### src/core_pkg.sv
`default_nettype none

package core_pkg;

    localparam int XLEN       = 32;
    localparam int REG_ADDR_W = 5;

    // first fetch after reset
    localparam logic [XLEN-1:0] START_ADDR = 32'h0000_0000;

    // major opcodes
    localparam logic [6:0] OPC_LUI    = 7'b0110111;
    localparam logic [6:0] OPC_OP_IMM = 7'b0010011;
    localparam logic [6:0] OPC_OP     = 7'b0110011;
    localparam logic [6:0] OPC_BRANCH = 7'b1100011;
    localparam logic [6:0] OPC_JAL    = 7'b1101111;
    localparam logic [6:0] OPC_STORE  = 7'b0100011;

    // funct3 codes of the kept instructions
    localparam logic [2:0] F3_ADD_SUB = 3'b000;
    localparam logic [2:0] F3_XOR     = 3'b100;
    localparam logic [2:0] F3_OR      = 3'b110;
    localparam logic [2:0] F3_AND     = 3'b111;
    localparam logic [2:0] F3_BEQ     = 3'b000;
    localparam logic [2:0] F3_BNE     = 3'b001;
    localparam logic [2:0] F3_SW      = 3'b010;

    typedef enum logic [2:0] {
        ALU_ADD,
        ALU_SUB,
        ALU_AND,
        ALU_OR,
        ALU_XOR,
        ALU_PASS_B
    } alu_op_e;

    typedef struct packed {
        logic [XLEN-1:0] pc;
        logic [XLEN-1:0] inst;
    } fetch_t;

    typedef struct packed {
        logic [XLEN-1:0]       pc;
        logic [REG_ADDR_W-1:0] rd;
        logic [REG_ADDR_W-1:0] rs1;
        logic [REG_ADDR_W-1:0] rs2;
        logic [XLEN-1:0]       rs1_data;
        logic [XLEN-1:0]       rs2_data;
        logic [XLEN-1:0]       imm;
        alu_op_e               alu_op;
        logic                  use_imm;
        logic                  reg_we;
        logic                  is_store;
        logic                  is_beq;
        logic                  is_bne;
        logic                  is_jal;
    } dec_t;

    typedef struct packed {
        logic                  reg_we;
        logic [REG_ADDR_W-1:0] rd;
        logic [XLEN-1:0]       wdata;
        logic                  store_en;
        logic [XLEN-1:0]       store_addr;
        logic [XLEN-1:0]       store_data;
    } res_t;

    typedef struct packed {
        logic            taken;
        logic [XLEN-1:0] target;
    } redirect_t;

endpackage

`default_nettype wire
### src/core_top.sv
`timescale 1ns/1ns
`default_nettype none

module core_top import core_pkg::*; (
    input  wire              CLK,
    input  wire              RST,
    input  wire              mmu_wait,
    input  wire [XLEN-1:0]   inst_roaddr,
    input  wire              inst_rvalid,
    input  wire [XLEN-1:0]   inst_rdata,
    output logic             inst_rden,
    output logic [XLEN-1:0]  inst_riaddr,
    output logic             data_wren,
    output logic [XLEN-1:0]  data_waddr,
    output logic [XLEN-1:0]  data_wdata
);

    fetch_t                fetch_q;
    logic                  fetch_valid;
    logic [REG_ADDR_W-1:0] rs1_addr;
    logic [REG_ADDR_W-1:0] rs2_addr;
    logic [XLEN-1:0]       rs1_data;
    logic [XLEN-1:0]       rs2_data;
    dec_t                  dec_d;
    logic                  dec_d_valid;
    dec_t                  dec_q;
    logic                  dec_q_valid;
    res_t                  res_d;
    logic                  res_d_valid;
    res_t                  res_q;
    logic                  res_q_valid;
    redirect_t             redirect;

    fetch fetch0 (
        .CLK(CLK), .RST(RST), .mmu_wait(mmu_wait), .redirect(redirect),
        .inst_roaddr(inst_roaddr), .inst_rvalid(inst_rvalid), .inst_rdata(inst_rdata),
        .inst_rden(inst_rden), .inst_riaddr(inst_riaddr),
        .fetch_out(fetch_q), .fetch_valid(fetch_valid)
    );

    decode decode0 (
        .fetch_in(fetch_q), .fetch_valid(fetch_valid),
        .rs1_data(rs1_data), .rs2_data(rs2_data),
        .rs1_addr(rs1_addr), .rs2_addr(rs2_addr),
        .dec_out(dec_d), .dec_valid(dec_d_valid)
    );

    regfile regfile0 (
        .CLK(CLK), .RST(RST), .mmu_wait(mmu_wait),
        .rs1_addr(rs1_addr), .rs2_addr(rs2_addr),
        .wr(res_q), .wr_valid(res_q_valid),
        .rs1_data(rs1_data), .rs2_data(rs2_data)
    );

    // younger instruction in decode dies on a taken jump
    stage_reg #(.payload_t(dec_t)) d2e (
        .CLK(CLK), .RST(RST), .mmu_wait(mmu_wait), .flush(redirect.taken),
        .in_data(dec_d), .in_valid(dec_d_valid),
        .out_data(dec_q), .out_valid(dec_q_valid)
    );

    exec exec0 (
        .dec_in(dec_q), .dec_valid(dec_q_valid),
        .fwd(res_q), .fwd_valid(res_q_valid),
        .res_out(res_d), .res_valid(res_d_valid), .redirect(redirect)
    );

    // the jump itself carries on to write its link register
    stage_reg #(.payload_t(res_t)) e2c (
        .CLK(CLK), .RST(RST), .mmu_wait(mmu_wait), .flush(1'b0),
        .in_data(res_d), .in_valid(res_d_valid),
        .out_data(res_q), .out_valid(res_q_valid)
    );

    assign data_wren  = res_q_valid && res_q.store_en;
    assign data_waddr = res_q.store_addr;
    assign data_wdata = res_q.store_data;

endmodule

`default_nettype wire

### src/exec.sv
`timescale 1ns/1ns
`default_nettype none

module exec import core_pkg::*; (
    input  wire dec_t    dec_in,
    input  wire          dec_valid,
    input  wire res_t    fwd,
    input  wire          fwd_valid,
    output res_t         res_out,
    output logic         res_valid,
    output redirect_t    redirect
);

    logic            fwd_rs1;
    logic            fwd_rs2;
    logic [XLEN-1:0] rs1_val;
    logic [XLEN-1:0] rs2_val;
    logic [XLEN-1:0] op_b;
    logic [XLEN-1:0] alu_y;
    logic [XLEN-1:0] link;
    logic            eq;

    // older instruction in e2c has not reached the regfile yet
    assign fwd_rs1 = fwd_valid && fwd.reg_we && (fwd.rd != '0) && (fwd.rd == dec_in.rs1);
    assign fwd_rs2 = fwd_valid && fwd.reg_we && (fwd.rd != '0) && (fwd.rd == dec_in.rs2);

    assign rs1_val = fwd_rs1 ? fwd.wdata : dec_in.rs1_data;
    assign rs2_val = fwd_rs2 ? fwd.wdata : dec_in.rs2_data;
    assign op_b    = dec_in.use_imm ? dec_in.imm : rs2_val;

    always_comb begin
        case (dec_in.alu_op)
            ALU_ADD:    alu_y = rs1_val + op_b;
            ALU_SUB:    alu_y = rs1_val - op_b;
            ALU_AND:    alu_y = rs1_val & op_b;
            ALU_OR:     alu_y = rs1_val | op_b;
            ALU_XOR:    alu_y = rs1_val ^ op_b;
            ALU_PASS_B: alu_y = op_b;
            default:    alu_y = rs1_val + op_b;
        endcase
    end

    assign link = dec_in.pc + 32'd4;
    assign eq   = (rs1_val == rs2_val);

    always_comb begin
        res_out            = '0;
        res_out.reg_we     = dec_in.reg_we;
        res_out.rd         = dec_in.rd;
        res_out.wdata      = dec_in.is_jal ? link : alu_y;
        res_out.store_en   = dec_in.is_store;
        // sw address is rs1 + imm_s through the adder
        res_out.store_addr = alu_y;
        res_out.store_data = rs2_val;
    end

    assign res_valid = dec_valid;

    // branch and jump targets are both pc relative
    assign redirect.taken  = dec_valid && (dec_in.is_jal ||
                                           (dec_in.is_beq && eq) ||
                                           (dec_in.is_bne && !eq));
    assign redirect.target = dec_in.pc + dec_in.imm;

endmodule

`default_nettype wire

### src/stage_reg.sv
`timescale 1ns/1ns
`default_nettype none

module stage_reg #(
    parameter type payload_t = logic
) (
    input  wire            CLK,
    input  wire            RST,
    input  wire            mmu_wait,
    input  wire            flush,
    input  wire payload_t  in_data,
    input  wire            in_valid,
    output payload_t       out_data,
    output logic           out_valid
);

    always_ff @(posedge CLK) begin
        if (RST) begin
            out_valid <= 1'b0;
        end else if (!mmu_wait) begin
            out_valid <= in_valid && !flush;
        end
    end

    // payload only moves when the pipe moves
    always_ff @(posedge CLK) begin
        if (!mmu_wait) begin
            out_data <= in_data;
        end
    end

endmodule

`default_nettype wire

### src/regfile.sv
`timescale 1ns/1ns
`default_nettype none

module regfile import core_pkg::*; (
    input  wire                    CLK,
    input  wire                    RST,
    input  wire                    mmu_wait,
    input  wire [REG_ADDR_W-1:0]   rs1_addr,
    input  wire [REG_ADDR_W-1:0]   rs2_addr,
    input  wire res_t              wr,
    input  wire                    wr_valid,
    output logic [XLEN-1:0]        rs1_data,
    output logic [XLEN-1:0]        rs2_data
);

    logic [XLEN-1:0] regs [1:31];
    logic            we;

    // x0 is never stored
    assign we = wr_valid && wr.reg_we && (wr.rd != '0) && !mmu_wait;

    always_ff @(posedge CLK) begin
        if (RST) begin
            for (int i = 1; i < 32; i++) begin
                regs[i] <= '0;
            end
        end else if (we) begin
            regs[wr.rd] <= wr.wdata;
        end
    end

    // write-through for a read of the register being written
    assign rs1_data = (rs1_addr == '0) ? '0 :
                      (we && wr.rd == rs1_addr) ? wr.wdata : regs[rs1_addr];
    assign rs2_data = (rs2_addr == '0) ? '0 :
                      (we && wr.rd == rs2_addr) ? wr.wdata : regs[rs2_addr];

endmodule

`default_nettype wire

### src/decode.sv
`timescale 1ns/1ns
`default_nettype none

module decode import core_pkg::*; (
    input  wire fetch_t                fetch_in,
    input  wire                        fetch_valid,
    input  wire [XLEN-1:0]             rs1_data,
    input  wire [XLEN-1:0]             rs2_data,
    output logic [REG_ADDR_W-1:0]      rs1_addr,
    output logic [REG_ADDR_W-1:0]      rs2_addr,
    output dec_t                       dec_out,
    output logic                       dec_valid
);

    logic [XLEN-1:0] inst;
    logic [6:0]      opcode;
    logic [2:0]      funct3;
    logic [XLEN-1:0] imm_i;
    logic [XLEN-1:0] imm_s;
    logic [XLEN-1:0] imm_b;
    logic [XLEN-1:0] imm_u;
    logic [XLEN-1:0] imm_j;

    assign inst     = fetch_in.inst;
    assign opcode   = inst[6:0];
    assign funct3   = inst[14:12];
    assign rs1_addr = inst[19:15];
    assign rs2_addr = inst[24:20];

    assign imm_i = {{20{inst[31]}}, inst[31:20]};
    assign imm_s = {{20{inst[31]}}, inst[31:25], inst[11:7]};
    assign imm_b = {{19{inst[31]}}, inst[31], inst[7], inst[30:25], inst[11:8], 1'b0};
    assign imm_u = {inst[31:12], 12'b0};
    assign imm_j = {{11{inst[31]}}, inst[31], inst[19:12], inst[20], inst[30:21], 1'b0};

    assign dec_valid = fetch_valid;

    always_comb begin
        dec_out          = '0;
        dec_out.pc       = fetch_in.pc;
        dec_out.rd       = inst[11:7];
        dec_out.rs1      = rs1_addr;
        dec_out.rs2      = rs2_addr;
        dec_out.rs1_data = rs1_data;
        dec_out.rs2_data = rs2_data;
        dec_out.alu_op   = ALU_ADD;
        case (opcode)
            OPC_LUI: begin
                dec_out.imm     = imm_u;
                dec_out.use_imm = 1'b1;
                dec_out.alu_op  = ALU_PASS_B;
                dec_out.reg_we  = 1'b1;
            end
            OPC_OP_IMM, OPC_OP: begin
                dec_out.imm     = imm_i;
                dec_out.use_imm = (opcode == OPC_OP_IMM);
                dec_out.reg_we  = 1'b1;
                case (funct3)
                    F3_ADD_SUB: begin
                        // bit 30 selects sub, register form only
                        if (opcode == OPC_OP && inst[30]) begin
                            dec_out.alu_op = ALU_SUB;
                        end
                    end
                    F3_XOR:  dec_out.alu_op = ALU_XOR;
                    F3_OR:   dec_out.alu_op = ALU_OR;
                    F3_AND:  dec_out.alu_op = ALU_AND;
                    default: dec_out.reg_we = 1'b0;
                endcase
            end
            OPC_BRANCH: begin
                dec_out.imm    = imm_b;
                dec_out.is_beq = (funct3 == F3_BEQ);
                dec_out.is_bne = (funct3 == F3_BNE);
            end
            OPC_JAL: begin
                dec_out.imm    = imm_j;
                dec_out.is_jal = 1'b1;
                dec_out.reg_we = 1'b1;
            end
            OPC_STORE: begin
                dec_out.imm      = imm_s;
                dec_out.use_imm  = 1'b1;
                dec_out.is_store = (funct3 == F3_SW);
            end
            default: begin
                // unknown opcode runs as a bubble
                dec_out.reg_we = 1'b0;
            end
        endcase
    end

endmodule

`default_nettype wire

### src/fetch.sv
`timescale 1ns/1ns
`default_nettype none

module fetch import core_pkg::*; (
    input  wire              CLK,
    input  wire              RST,
    input  wire              mmu_wait,
    input  wire redirect_t   redirect,
    input  wire [XLEN-1:0]   inst_roaddr,
    input  wire              inst_rvalid,
    input  wire [XLEN-1:0]   inst_rdata,
    output logic             inst_rden,
    output logic [XLEN-1:0]  inst_riaddr,
    output fetch_t           fetch_out,
    output logic             fetch_valid
);

    logic [XLEN-1:0] req_pc;
    logic [XLEN-1:0] exp_pc;
    logic            rden_q;
    logic            resp_ok;

    assign inst_rden   = rden_q;
    assign inst_riaddr = req_pc;

    // only the response for the pc we wait for, never in a redirect cycle
    assign resp_ok = inst_rvalid && (inst_roaddr == exp_pc) && !redirect.taken;

    always_ff @(posedge CLK) begin
        if (RST) begin
            rden_q      <= 1'b0;
            req_pc      <= START_ADDR;
            exp_pc      <= START_ADDR;
            fetch_valid <= 1'b0;
        end else if (!mmu_wait) begin
            rden_q <= 1'b1;
            if (redirect.taken) begin
                req_pc      <= redirect.target;
                exp_pc      <= redirect.target;
                fetch_valid <= 1'b0;
            end else begin
                // request taken by memory this cycle
                if (rden_q) begin
                    req_pc <= req_pc + 32'd4;
                end
                if (resp_ok) begin
                    exp_pc <= exp_pc + 32'd4;
                end
                fetch_valid <= resp_ok;
            end
        end
    end

    always_ff @(posedge CLK) begin
        if (!mmu_wait && resp_ok) begin
            fetch_out.pc   <= exp_pc;
            fetch_out.inst <= inst_rdata;
        end
    end

endmodule

`default_nettype wire

### config.mk
export PLATFORM = sky130hd
export DESIGN_NAME = core_top
export DESIGN_NICKNAME = d
export VERILOG_FILES = /design/src/core_pkg.sv /design/src/core_top.sv /design/src/exec.sv /design/src/stage_reg.sv /design/src/regfile.sv /design/src/decode.sv /design/src/fetch.sv
export SDC_FILE = /design/constraint.sdc
export NUM_CORES = 2
export LEC_CHECK = 0
export BUFFER_PORTS_ARGS = -buffer_cell sky130_fd_sc_hd__buf_2
export CORE_AREA = 2 2 560 562
export CTS_CLUSTER_DIAMETER = 30
export CTS_CLUSTER_SIZE = 40
export DETAILED_ROUTE_END_ITERATION = 7
export DIE_AREA = 0 0 562 564
export PLACE_DENSITY = 0.45
export REMOVE_ABC_BUFFERS = 1
export SLEW_MARGIN = 20
export SYNTH_ARGS = -nofsm -noshare
export SYNTH_HDL_FRONTEND = slang
export SYNTH_HIERARCHICAL = 1
export SYNTH_SLANG_ARGS = --single-unit
### constraint.sdc
create_clock -name CLK -period 9.7 [get_ports CLK]
set_clock_uncertainty 0.05 [all_clocks]
set_input_delay 2.91 -clock CLK [delete_from_list [all_inputs] [get_ports CLK]]
set_output_delay 2.91 -clock CLK [all_outputs]
set_load 0.005 [all_outputs]
==> flow_summary.toml <==
[route]
drc = 0
drt_pre_antenna_iters = 5
routedWlPerCell_um = 30.31
detailroute.via_count = 56840
route.antenna.remaining_nets = 0
count_of_routing_violations_after_the_opening_detailed_route_iteration = 6213
drt_wl_total_mm = 332.6
route.detailed.vias_per_inst = 5.181

[placed_design]
globalplace.congestion = 0.9779
dpl.hpwl_mm = 218.2
placement.cell_area_mm2 = 0.08520
place_inst = 10260
pre_cts_ws_ns = 2.572
port_buffers = 165

[yosys]
yosysWarnings = 6
yosys.area_share.xor_xnor_pct = 2.240
yosys-mux-area-fraction_pct = 16.72
synth-edff-count = 1343
syn_area_mm2 = 0.08056
ys_async_sr_fraction_pct = 0
synth-main-ff-cell = "edfxtp_1"
post_synth.cell_area_avg_um2 = 12.59
synth-simple-area-share_pct = 13.25
syn-instance-count = 6397
synth_seq_area_share_pct = 51.70
combinational_family_with_the_most_area_after_synthesis = "multiplexers"
synthDistinctLibCells = 107
synth_compound_gate_area_share_pct = 9.402
post_synth_fa_ha_maj_area_fraction_pct = 2.022
synth-seq-cells = 1409

[worst_setup_path]
path_class = "reg2reg"
endpoint_kind = "flip-flop"
cp.required_ns = 10.24
critPathMaxStageDelay_ns = 0.67
cp_max_fo = 36
critPathArrivalTime_ns = 7.51
timing.critical_path.slowest_stage_cell = "nor2_8"
critical_path.cell_chain = "xor2_1 > or4_4 > nor2_8 > mux2_2 > mux2i_2 > and3_4 > nor2_1 > xnor2_1 > ha_1 > a2111oi_0 > a21oi_1 > or3_1 > o211ai_1 > a21boi_0 > a221o_1 > o31ai_1 > o21ai_0 > mux2_2"
critical_path.most_common_cell = "mux2_2"
setup.worst_path.start_class = "flip-flop"
reg2regPathDepth = 18

[clock_network]
cts_buffers = 377
clock_sinks = 1409
htree_levels = 5
post_cts_buffers = 0
tritoncts = "yes"
cts_buffer_depth = 4
cts_hold_buffers = 0
cts_resized = 0
clk_pin_slew_ns = 0.05
clock-root-buffer = "clkbuf_16"
clk_latency_ns = 0.90

[cells_and_area]
final_layout_size_suffix_gt1_share_pct = 23.28
finish.cell_count_without_fillers = 10970
layout.core_utilization_pct = 31.37
multiInputGateArea_mm2 = 0.03551
layout.nets = 6700
nFillCells = 31010
area_delta_synth_final_pct = 21.06
ff_latch_area_mm2 = 0.04165
layout.cells.most_common_list = "edfxtp_1 (1343), and2_1 (1010), mux2i_1 (410)"
layout_commonest_cell = "edfxtp_1"
postLayoutCellArea_mm2 = 0.09753

[floorplanning]
std_cell_rows = 205
number_of_placed_i_o_pins = 166
die_height_um = 564
die_w_um = 562
initial_utilization_pct = 25.92
die_area_mm2 = 0.3170
floorplan.core_area_mm2 = 0.3109

[timing]
rsz0062_at_grt = "false"
tightestPinTransition_ns = 1.338
timing.hold.ws_ns = 0.3507
finalSetupViolations = 0
timing.fmax_ghz = 0.1433
finalWorstPathRequiredPeriod_ns = 6.976
final_setup_slack_of_the_worst_path_ns = 2.724
hold_viol = 0
slew_viol_final = 0
final.period_utilization_pct = 71.92
timing.max_slew.rel_slack_pct = 9.839

[global_routing]
initial_antenna_violation_count = 36
grt_pass1_vias = 56300
grt_overflow = 0
grt_max_degree = 112
grt_first_pass_wirelength_mm = 454.9
grt.total_usage_pct = 20.33

[flow_run]
cap_violations = 0

[power]
cellPowerDensity_mw_per_mm2 = 208.3
irDropWorstVdd_v = 0.0001279
leakagePower_nw = 36.16

[min_path]
worstHoldPathCells = 0
hold_path_class = "reg2reg"

[outcome]
run_status = "complete, no violations"
-- metrics by stage --
stage          power, W  TNS [ns]
5_1_grt         0.02086         0
3_3_place_gp   0.008331         0
2_1_floorplan  0.007707   -834.71
4_1_cts         0.02045         0
6_report        0.02031         0
3_5_place_dp   0.008342         0
-- report_power, final --
group          internal, W  leakage (nW)  switching [W]  total, W
logic             0.000364          16.1       0.000838   0.00120
registers          0.00691          14.2       0.000151   0.00706
clock network      0.00823          5.94        0.00382    0.0121
total               0.0155          36.2        0.00481    0.0203
-- Yosys cell counts (all sizes together) (65+ instances only) --
cell	instances	area share, %
edfxtp	1343	50
and2	1013	7.9
mux2i	422	5.4
clkbuf	379	1.8
mux4	299	8.4
buf	297	2.4
nor2	233	1.1
mux2	208	3.0
nand2	196	0.92
a21oi	159	1.0
o21ai	146	0.91
ha	127	2.0
xnor2	112	1.2
inv	104	0.48
a22o	103	1.1
a31oi	103	0.80
xor2	94	1.0
o22ai	81	0.63
nand3	80	0.53
o31ai	79	0.76
a22oi	76	0.71
dfxtp	66	1.6
nor3	65	0.43
-- cells by family after synthesis --
group	count (synthesis)
AOI/OAI and AO/OA	1080
and+or+nand+nor	1861
buffers and inverters	781
xor gates and xnor gates	206
DFF	1409
other	2
muxes	929
adders and majority gates	129
-- final timing paths --
path	start	slack, ns	end
max	e2c/out_data[97]	2.72	e2c/out_data[88]
max reg2reg	e2c/out_data[97]	2.72	e2c/out_data[88]
min	d2e/out_data[3]	0.35	e2c/out_data[64]
min reg2reg	d2e/out_data[3]	0.35	e2c/out_data[64]
-- metal layers --
layer	part of all wire (%)	up-vias	GRT usage [%]
li1	-	24410	-
met1	43	29360	27.09
met2	45	2516	31.47
met3	8.1	549	4.586
met4	4.7	10	9.043
met5	0.085	-	0
-- flip-flops by register name, indices dropped and copies added, names as in the netlist --
signal / flops
fetch0/inst_riaddr: 31
fetch0/inst_rden: 1
fetch0/fetch_out: 64
regfile0/regs: 1024
fetch0/exp_pc: 31
d2e/out_data: 152
e2c/out_data: 103
fetch0/fetch_valid: 1
d2e/out_valid: 1
e2c/out_valid: 1
-- worst max-delay path: cells and delay by family (launching register included) --
kind            cells  cell delay, ns
fa+ha+maj           1            0.36
xor+xnor            2            0.41
flops               1            0.65
simple gates        5            1.94
mux                 3            1.03
compound gates      7            2.20
-- final cells by class --
class / count / share of cell area (%)
Clock buffer: 434 / 10.02
Sequential cell: 1409 / 42.70
Multi-Input combinational cell: 4238 / 36.41
Inverter: 105 / 0.4118
Clock inverter: 243 / 2.530
Antenna cell: 31 / 0.07954
Tap cell: 4140 / 5.311
Timing Repair Buffer: 372 / 2.532
Power figures use the tool's default switching activity.
